$ cat config.mk
export PLATFORM = sky130hd
export DESIGN_NAME = dbg_trace_top
export DESIGN_NICKNAME = d
export VERILOG_FILES = /design/src/dbg_pkg.sv /design/src/dbg_csr_regs.sv /design/src/dbg_lane_delay_mux.sv /design/src/dbg_source_mux.sv /design/src/dbg_trace_top.sv /design/src/dbg_trigger_capture.sv
export VERILOG_INCLUDE_DIRS = /design/src /design/src/src
export SDC_FILE = /design/constraint.sdc
export NUM_CORES = 1
export LEC_CHECK = 0
export ABC_CLOCK_PERIOD_IN_PS = 2900
export BUFFER_PORTS_ARGS = -buffer_cell sky130_fd_sc_hd__buf_4
export CORE_MARGIN = 1.5
export CORE_UTILIZATION = 30
export DETAILED_ROUTE_END_ITERATION = 12
export PLACE_DENSITY = 0.58
export SLEW_MARGIN = 15
export SYNTH_ARGS = -nofsm -noshare
export SYNTH_HDL_FRONTEND = slang
export SYNTH_SLANG_ARGS = --single-unit
export TNS_END_PERCENT = 10
$ cat constraint.sdc
create_clock -name clock -period 2.9 [get_ports clock]
set_input_delay 0 -clock clock [delete_from_list [all_inputs] [get_ports clock]]
set_output_delay 0 -clock clock [all_outputs]
set_load 0.05 [all_outputs]
$ cat src/dbg_settings.svh
// Debug trace subsystem settings

`ifndef DBG_SETTINGS_SVH
`define DBG_SETTINGS_SVH

// Lane geometry
`define DBG_LANE_WIDTH 8
`define DBG_NUM_LANES 8
`define DBG_DATA_WIDTH (`DBG_LANE_WIDTH * `DBG_NUM_LANES)

// Control register file
`define DBG_CSR_WIDTH 16
`define DBG_ADDR_SRC_SEL 2'd0
`define DBG_ADDR_DELAY_SEL 2'd1
`define DBG_ADDR_TRIG_MATCH 2'd2
`define DBG_ADDR_TRIG_MASK 2'd3

`endif

$ cat src/dbg_pkg.sv
// Debug trace shared types

`include "dbg_settings.svh"

package dbg_pkg;

  // One control word, seen either as a plain value or as per-lane selects.
  // Under the lane view each lane owns two bits, lane i at bits 2i+1:2i.
  // The source select and delay select registers both use the lane view,
  // the pattern and mask registers use the raw view.
  typedef union packed {
    logic [`DBG_CSR_WIDTH-1:0]          raw;
    logic [`DBG_NUM_LANES-1:0][1:0]     lane;
  } csr_word_u;

endpackage

$ cat src/dbg_csr_regs.sv
// Debug trace control registers

`timescale 1ns/1ps
`include "dbg_settings.svh"

module dbg_csr_regs (
  input  logic                      clock,
  input  logic                      rst,
  input  logic                      csr_wr,
  input  logic                      csr_rd,
  input  logic [1:0]                csr_addr,
  input  logic [`DBG_CSR_WIDTH-1:0] csr_wdata,
  output logic [`DBG_CSR_WIDTH-1:0] csr_rdata,
  output dbg_pkg::csr_word_u        src_sel,
  output dbg_pkg::csr_word_u        delay_sel,
  output logic [`DBG_CSR_WIDTH-1:0] trig_match,
  output logic [`DBG_CSR_WIDTH-1:0] trig_mask
);

  dbg_pkg::csr_word_u rd_word;

  // Register writes, visible to the datapath from the next cycle
  always_ff @(posedge clock) begin
    if (rst) begin
      src_sel.raw   <= '0;
      delay_sel.raw <= '0;
      trig_match    <= '0;
      trig_mask     <= '0;
    end else if (csr_wr) begin
      case (csr_addr)
        `DBG_ADDR_SRC_SEL:    src_sel.raw   <= csr_wdata;
        `DBG_ADDR_DELAY_SEL:  delay_sel.raw <= csr_wdata;
        `DBG_ADDR_TRIG_MATCH: trig_match    <= csr_wdata;
        default:              trig_mask     <= csr_wdata;
      endcase
    end
  end

  // Read select
  always_comb begin
    case (csr_addr)
      `DBG_ADDR_SRC_SEL:    rd_word = src_sel;
      `DBG_ADDR_DELAY_SEL:  rd_word = delay_sel;
      `DBG_ADDR_TRIG_MATCH: rd_word.raw = trig_match;
      default:              rd_word.raw = trig_mask;
    endcase
  end

  // Read data holds until the next read strobe
  always_ff @(posedge clock) begin
    if (rst) begin
      csr_rdata <= '0;
    end else if (csr_rd) begin
      csr_rdata <= rd_word.raw;
    end
  end

endmodule

$ cat src/dbg_lane_delay_mux.sv
// Per-lane delay alignment

`timescale 1ns/1ps
`include "dbg_settings.svh"

module dbg_lane_delay_mux (
  input  logic                       clock,
  input  logic                       rst,
  input  logic [`DBG_DATA_WIDTH-1:0] lane_data,
  input  dbg_pkg::csr_word_u         delay_sel,
  output logic [`DBG_DATA_WIDTH-1:0] debug_out
);

  logic [`DBG_NUM_LANES-1:0][`DBG_LANE_WIDTH-1:0] lane_live;
  logic [`DBG_NUM_LANES-1:0][`DBG_LANE_WIDTH-1:0] lane_d1;
  logic [`DBG_NUM_LANES-1:0][`DBG_LANE_WIDTH-1:0] lane_d2;
  logic [`DBG_NUM_LANES-1:0][`DBG_LANE_WIDTH-1:0] lane_d3;
  logic [`DBG_NUM_LANES-1:0][`DBG_LANE_WIDTH-1:0] lane_out;

  assign lane_live = lane_data;

  // Three-stage history per lane, all lanes shift together
  always_ff @(posedge clock) begin
    if (rst) begin
      lane_d1 <= '0;
      lane_d2 <= '0;
      lane_d3 <= '0;
    end else begin
      lane_d1 <= lane_live;
      lane_d2 <= lane_d1;
      lane_d3 <= lane_d2;
    end
  end

  // Age select, zero passes the live lane straight through
  always_comb begin
    for (int i = 0; i < `DBG_NUM_LANES; i++) begin
      case (delay_sel.lane[i])
        2'd3:    lane_out[i] = lane_d3[i];
        2'd2:    lane_out[i] = lane_d2[i];
        2'd1:    lane_out[i] = lane_d1[i];
        default: lane_out[i] = lane_live[i];
      endcase
    end
  end

  assign debug_out = lane_out;

endmodule

$ cat src/dbg_source_mux.sv
// Per-lane debug source selection

`timescale 1ns/1ps
`include "dbg_settings.svh"

module dbg_source_mux (
  input  logic                       clock,
  input  logic                       rst,
  input  logic [`DBG_DATA_WIDTH-1:0] src0,
  input  logic [`DBG_DATA_WIDTH-1:0] src1,
  input  logic [`DBG_DATA_WIDTH-1:0] src2,
  input  logic [`DBG_DATA_WIDTH-1:0] src3,
  input  dbg_pkg::csr_word_u         src_sel,
  output logic [`DBG_DATA_WIDTH-1:0] lane_data
);

  logic [`DBG_NUM_LANES-1:0][`DBG_LANE_WIDTH-1:0] lane_next;

  // Each lane picks the same lane position from its own source bus
  always_comb begin
    for (int i = 0; i < `DBG_NUM_LANES; i++) begin
      case (src_sel.lane[i])
        2'd3: begin
          lane_next[i] = src3[i*`DBG_LANE_WIDTH +: `DBG_LANE_WIDTH];
        end
        2'd2: begin
          lane_next[i] = src2[i*`DBG_LANE_WIDTH +: `DBG_LANE_WIDTH];
        end
        2'd1: begin
          lane_next[i] = src1[i*`DBG_LANE_WIDTH +: `DBG_LANE_WIDTH];
        end
        default: begin
          lane_next[i] = src0[i*`DBG_LANE_WIDTH +: `DBG_LANE_WIDTH];
        end
      endcase
    end
  end

  // One register stage after the select
  always_ff @(posedge clock) begin
    if (rst) begin
      lane_data <= '0;
    end else begin
      lane_data <= lane_next;
    end
  end

endmodule

$ cat src/dbg_trace_top.sv
// Debug trace subsystem top level

`timescale 1ns/1ps
`include "dbg_settings.svh"

module dbg_trace_top (
  input  logic                       clock,
  input  logic                       rst,
  input  logic [`DBG_DATA_WIDTH-1:0] src0,
  input  logic [`DBG_DATA_WIDTH-1:0] src1,
  input  logic [`DBG_DATA_WIDTH-1:0] src2,
  input  logic [`DBG_DATA_WIDTH-1:0] src3,
  input  logic                       csr_wr,
  input  logic                       csr_rd,
  input  logic [1:0]                 csr_addr,
  input  logic [`DBG_CSR_WIDTH-1:0]  csr_wdata,
  input  logic                       trig_rearm,
  output logic [`DBG_DATA_WIDTH-1:0] debug_out,
  output logic [`DBG_CSR_WIDTH-1:0]  csr_rdata,
  output logic                       trig_hit,
  output logic                       trig_armed,
  output logic [`DBG_DATA_WIDTH-1:0] capture_data
);

  dbg_pkg::csr_word_u               src_sel;
  dbg_pkg::csr_word_u               delay_sel;
  logic [`DBG_CSR_WIDTH-1:0]        trig_match;
  logic [`DBG_CSR_WIDTH-1:0]        trig_mask;
  logic [`DBG_DATA_WIDTH-1:0]       lane_data;

  dbg_csr_regs dbg_csr_regs_i (
    .clock      (clock),
    .rst        (rst),
    .csr_wr     (csr_wr),
    .csr_rd     (csr_rd),
    .csr_addr   (csr_addr),
    .csr_wdata  (csr_wdata),
    .csr_rdata  (csr_rdata),
    .src_sel    (src_sel),
    .delay_sel  (delay_sel),
    .trig_match (trig_match),
    .trig_mask  (trig_mask)
  );

  dbg_source_mux dbg_source_mux_i (
    .clock     (clock),
    .rst       (rst),
    .src0      (src0),
    .src1      (src1),
    .src2      (src2),
    .src3      (src3),
    .src_sel   (src_sel),
    .lane_data (lane_data)
  );

  // Aligned word feeds both the output and the trigger
  dbg_lane_delay_mux dbg_lane_delay_mux_i (
    .clock     (clock),
    .rst       (rst),
    .lane_data (lane_data),
    .delay_sel (delay_sel),
    .debug_out (debug_out)
  );

  dbg_trigger_capture dbg_trigger_capture_i (
    .clock        (clock),
    .rst          (rst),
    .debug_out    (debug_out),
    .trig_match   (trig_match),
    .trig_mask    (trig_mask),
    .trig_rearm   (trig_rearm),
    .trig_hit     (trig_hit),
    .trig_armed   (trig_armed),
    .capture_data (capture_data)
  );

endmodule

$ cat src/dbg_trigger_capture.sv
// Masked pattern trigger with one-shot capture

`timescale 1ns/1ps
`include "dbg_settings.svh"

module dbg_trigger_capture (
  input  logic                       clock,
  input  logic                       rst,
  input  logic [`DBG_DATA_WIDTH-1:0] debug_out,
  input  logic [`DBG_CSR_WIDTH-1:0]  trig_match,
  input  logic [`DBG_CSR_WIDTH-1:0]  trig_mask,
  input  logic                       trig_rearm,
  output logic                       trig_hit,
  output logic                       trig_armed,
  output logic [`DBG_DATA_WIDTH-1:0] capture_data
);

  dbg_pkg::csr_word_u miss_bits;
  logic               pattern_match;
  logic               take_hit;

  // Bits that differ from the pattern, counted only where the mask is set
  assign miss_bits.raw = (debug_out[`DBG_CSR_WIDTH-1:0] ^ trig_match) & trig_mask;
  assign pattern_match = (miss_bits.raw == '0);

  // A rearm in the same cycle takes priority over a match
  assign take_hit = trig_armed && pattern_match && !trig_rearm;

  // Armed flag and hit pulse
  always_ff @(posedge clock) begin
    if (rst) begin
      trig_armed <= 1'b0;
      trig_hit   <= 1'b0;
    end else begin
      trig_hit <= take_hit;
      if (trig_rearm) begin
        trig_armed <= 1'b1;
      end else if (take_hit) begin
        trig_armed <= 1'b0;
      end
    end
  end

  // Captured word stays put until the next hit
  always_ff @(posedge clock) begin
    if (rst) begin
      capture_data <= '0;
    end else if (take_hit) begin
      capture_data <= debug_out;
    end
  end

endmodule
==> results.sh <==
export IMPL_dp_hpwl_um=34610
export IMPL_slew_headroom_pct=42.38
export IMPL_dieHeight_um=237.4
export IMPL_cts_buffers_inserted=44
export IMPL_n_fill_cell=5059
export IMPL_nets=2241
export IMPL_grt_pass1_vias=12900
export IMPL_wl_per_cell_um=17.75
export IMPL_die_area_mm2=0.05636
export IMPL_drive_above_1_share_pct=33.95
export IMPL_min_period_over_period_pct=95.85
export IMPL_timing_hold_ws_ns=0.03350
export IMPL_p_leak_nw=9.155
export IMPL_grt_overflow_total=0
export IMPL_remaining_drc_errors=0
export IMPL_core_area_mm2=0.05403
export IMPL_start_util_pct=30.51
export IMPL_cp_common_cell="buf_12"
export IMPL_synth_nets=1701
export IMPL_synth_seq_area_share_pct=48.83
export IMPL_synth_flop_cell="dfxtp_1"
export IMPL_timing_rr_start="dbg_csr_regs_i.delay_sel[1]"
export IMPL_core_rowCount=85
export IMPL_synth_top_cell_by_area="dfxtp_1"
export IMPL_synth_seq_cells=402
export IMPL_grt_pass1_wl_um=73830
export IMPL_worst_path_buf_inv=2
export IMPL_routed_via_count=12370
export IMPL_die_w_um=237.4
export IMPL_antenna_left=0
export IMPL_synth_edf_count=0
export IMPL_finClkSkew_ns=0.01512
export IMPL_critPathSlowestCell="or4_1"
export IMPL_cpPeakStageDelay_ns=0.60
export IMPL_timing_fmax_mhz=359.8
export IMPL_dr_pass1_iters=5
export IMPL_path_class="register to register"
export IMPL_cp_data_arrival_time_ns=3.26
export IMPL_synth_area_mm2=0.01648
export IMPL_multiInputGateArea_mm2=0.007915
export IMPL_port_buffer_count=424
export IMPL_place_area_mm2=0.02036
export IMPL_synth_top_area_share_pct=48.83
export IMPL_clock_sinks=402
export IMPL_gp_congestion=0.8606
export IMPL_viasPerCell=4.595
export IMPL_drt_wl_total_um=47780
export IMPL_setup_viol=0
export IMPL_layout_commonest_cell="buf_4"
export IMPL_synth_area_top_cells="dfxtp_1, mux4_2, nor2b_1, mux2i_1, nand2b_1"
export IMPL_timing_setup_tns_ns=0
export IMPL_hold_viol=0
export IMPL_final_area_mm2=0.02328
export IMPL_ff_latch_area_mm2=0.008054
export IMPL_pin_count=425
export IMPL_slew_viol_final=0
export IMPL_fin_util_pct=43.09
export IMPL_final_cell_mix="buf_4, dfxtp_1, nor2b_1"
export IMPL_clockBufferDepth=3
export IMPL_areaGrowthSynthToFinish_pct=41.24
export IMPL_cts_root_buffer="clkbuf_16"
export IMPL_yosysUniqueCellTypes=40
export IMPL_clk_latency_ns=0.56
export IMPL_hp_start="src0[13]"
export IMPL_cp_start_kind="register"
export IMPL_h_tree_depth=2
export IMPL_grt_use_total_pct=16.77
export IMPL_postSynthAreaPerCell_um2=11.59
export IMPL_cts_tree="built"
export IMPL_drt_initial_drc_count=561
export IMPL_dp_slack_ns=-0.03595
export IMPL_cp_data_required_time_ns=3.38
export IMPL_drv_cap=0
export IMPL_crit_path_end_kind="register"
export IMPL_ys_warn_count=0
export IMPL_status="finished clean"
export IMPL_synth_cells=1422
export IMPL_period_needed_ns=2.780
export IMPL_cp_max_fo=16
export IMPL_crit_path_start="dbg_csr_regs_i.delay_sel[1]"
export IMPL_fin_ws_ns=0.1204
export IMPL_powerDensity_mw_per_mm2=569.1
export IMPL_synth_async_reset_ratio_pct=0
export IMPL_clk_pin_slew_ns=0.06
export IMPL_antenna_found_initial=4
export IMPL_vdd_drop_max_uv=392.3
export IMPL_cp_cell_sequence="mux2_2, xnor2_1, o32ai_1, or4_1, nor4_4, buf_12, buf_12, mux2i_1"
export IMPL_cpLargestDelayFamily="simple AND/OR/NAND/NOR gates"
export IMPL_grt_max_degree=134
export IMPL_worstHoldPathType="input pin to register"
export IMPL_tightest_slew_ns=0.8643
export IMPL_rsz0062_at_grt="true"
[cell families after synthesis]
| logic type | share of synthesized area (%) |
|---|---|
| simple gates | 19.11 |
| compound gates | 2.672 |
| buf+inv | 3.340 |
| flops | 48.83 |
| xor+xnor | 1.169 |
| mux | 24.88 |
[worst paths after layout]
| path | slack (ns) | depth (start not counted) | end |
|---|---|---|---|
| setup reg to reg | 0.12 | 8 | dbg_trigger_capture_i.capture_data[52] |
| hold reg to reg | 0.46 | 1 | dbg_lane_delay_mux_i.lane_d2[44] |
| hold / removal | 0.03 | 3 | dbg_source_mux_i.lane_data[13] |
| setup / recovery | 0.12 | 8 | dbg_trigger_capture_i.capture_data[52] |
[synth_stat cells (all sizes together), types with 2 or more instances]
cell type    n
dfxtp      402
nor2b      258
mux4       136
nand2      136
nand2b     126
mux2i       98
clkbuf      82
a21oi       68
buf         30
nor2        22
xor2        16
xnor2        6
inv          4
mux2         4
nand3        4
a22oi        3
nand3b       3
nor4         3
or2b         3
o22ai        2
o32ai        2
or3b         2
[timing repair]
action	in CTS	in global routing
hold buffers	146	0
resized for setup	2	6
endpoints found under the setup margin	36	54
buffers inserted	0	3
endpoints found under the hold margin	186	0
[per-layer routing]
layer / GRT usage [%] / wire [um] / vias up
met4: 5.346 / 1112 / 4
met3: 3.170 / 2460 / 70
li1: - / - / 5955
met2: 29.48 / 23960 / 322
met1: 20.65 / 20230 / 6019
met5: 0 / 26 / -
[worst register-to-register path: cells and delay by family (launching register included)]
| kind | cells | cell delay (ns) |
|---|---|---|
| AO/OA/AOI/OAI | 1 | 0.10 |
| XOR/XNOR | 1 | 0.18 |
| buffers and inverters | 2 | 0.41 |
| flip-flops | 1 | 0.46 |
| multiplexers | 2 | 0.61 |
| AND/OR/NAND/NOR | 2 | 0.93 |
[stage by stage]
step,power (mW),instances
6_report,13.25,2692
5_1_grt,13.80,2692
4_1_cts,13.44,2687
3_5_place_dp,7.719,2463
3_3_place_gp,7.695,2463
2_1_floorplan,7.007,1422
[registers in the layout, summed over array words and instances, names as in the netlist]
register and count:
dbg_csr_regs_i.csr_rdata 16, dbg_csr_regs_i.delay_sel 16, dbg_csr_regs_i.src_sel 16, dbg_csr_regs_i.trig_mask 16
dbg_csr_regs_i.trig_match 16, dbg_lane_delay_mux_i.lane_d1 64, dbg_lane_delay_mux_i.lane_d2 64, dbg_lane_delay_mux_i.lane_d3 64
dbg_source_mux_i.lane_data 64, dbg_trigger_capture_i.capture_data 64, dbg_trigger_capture_i.trig_armed 1, dbg_trigger_capture_i.trig_hit 1
[power by group]
group,switching [mW],total (mW),internal [mW],leakage [nW]
sequential,0.174,5.90,5.73,3.28
clock,2.25,5.46,3.21,0.690
combinational,0.896,1.88,0.987,5.18
[layout make-up]
class | instances | share of cell area (%)
diodes | 2 | 0.02150
multi-input cells | 904 | 34.00
clock inverters | 16 | 0.6396
inverters | 4 | 0.06450
clock buffers | 62 | 5.413
well taps | 696 | 3.741
repair buffers | 606 | 21.52
flip-flops and latches | 402 | 34.60
(Power assumes the default switching activity.)
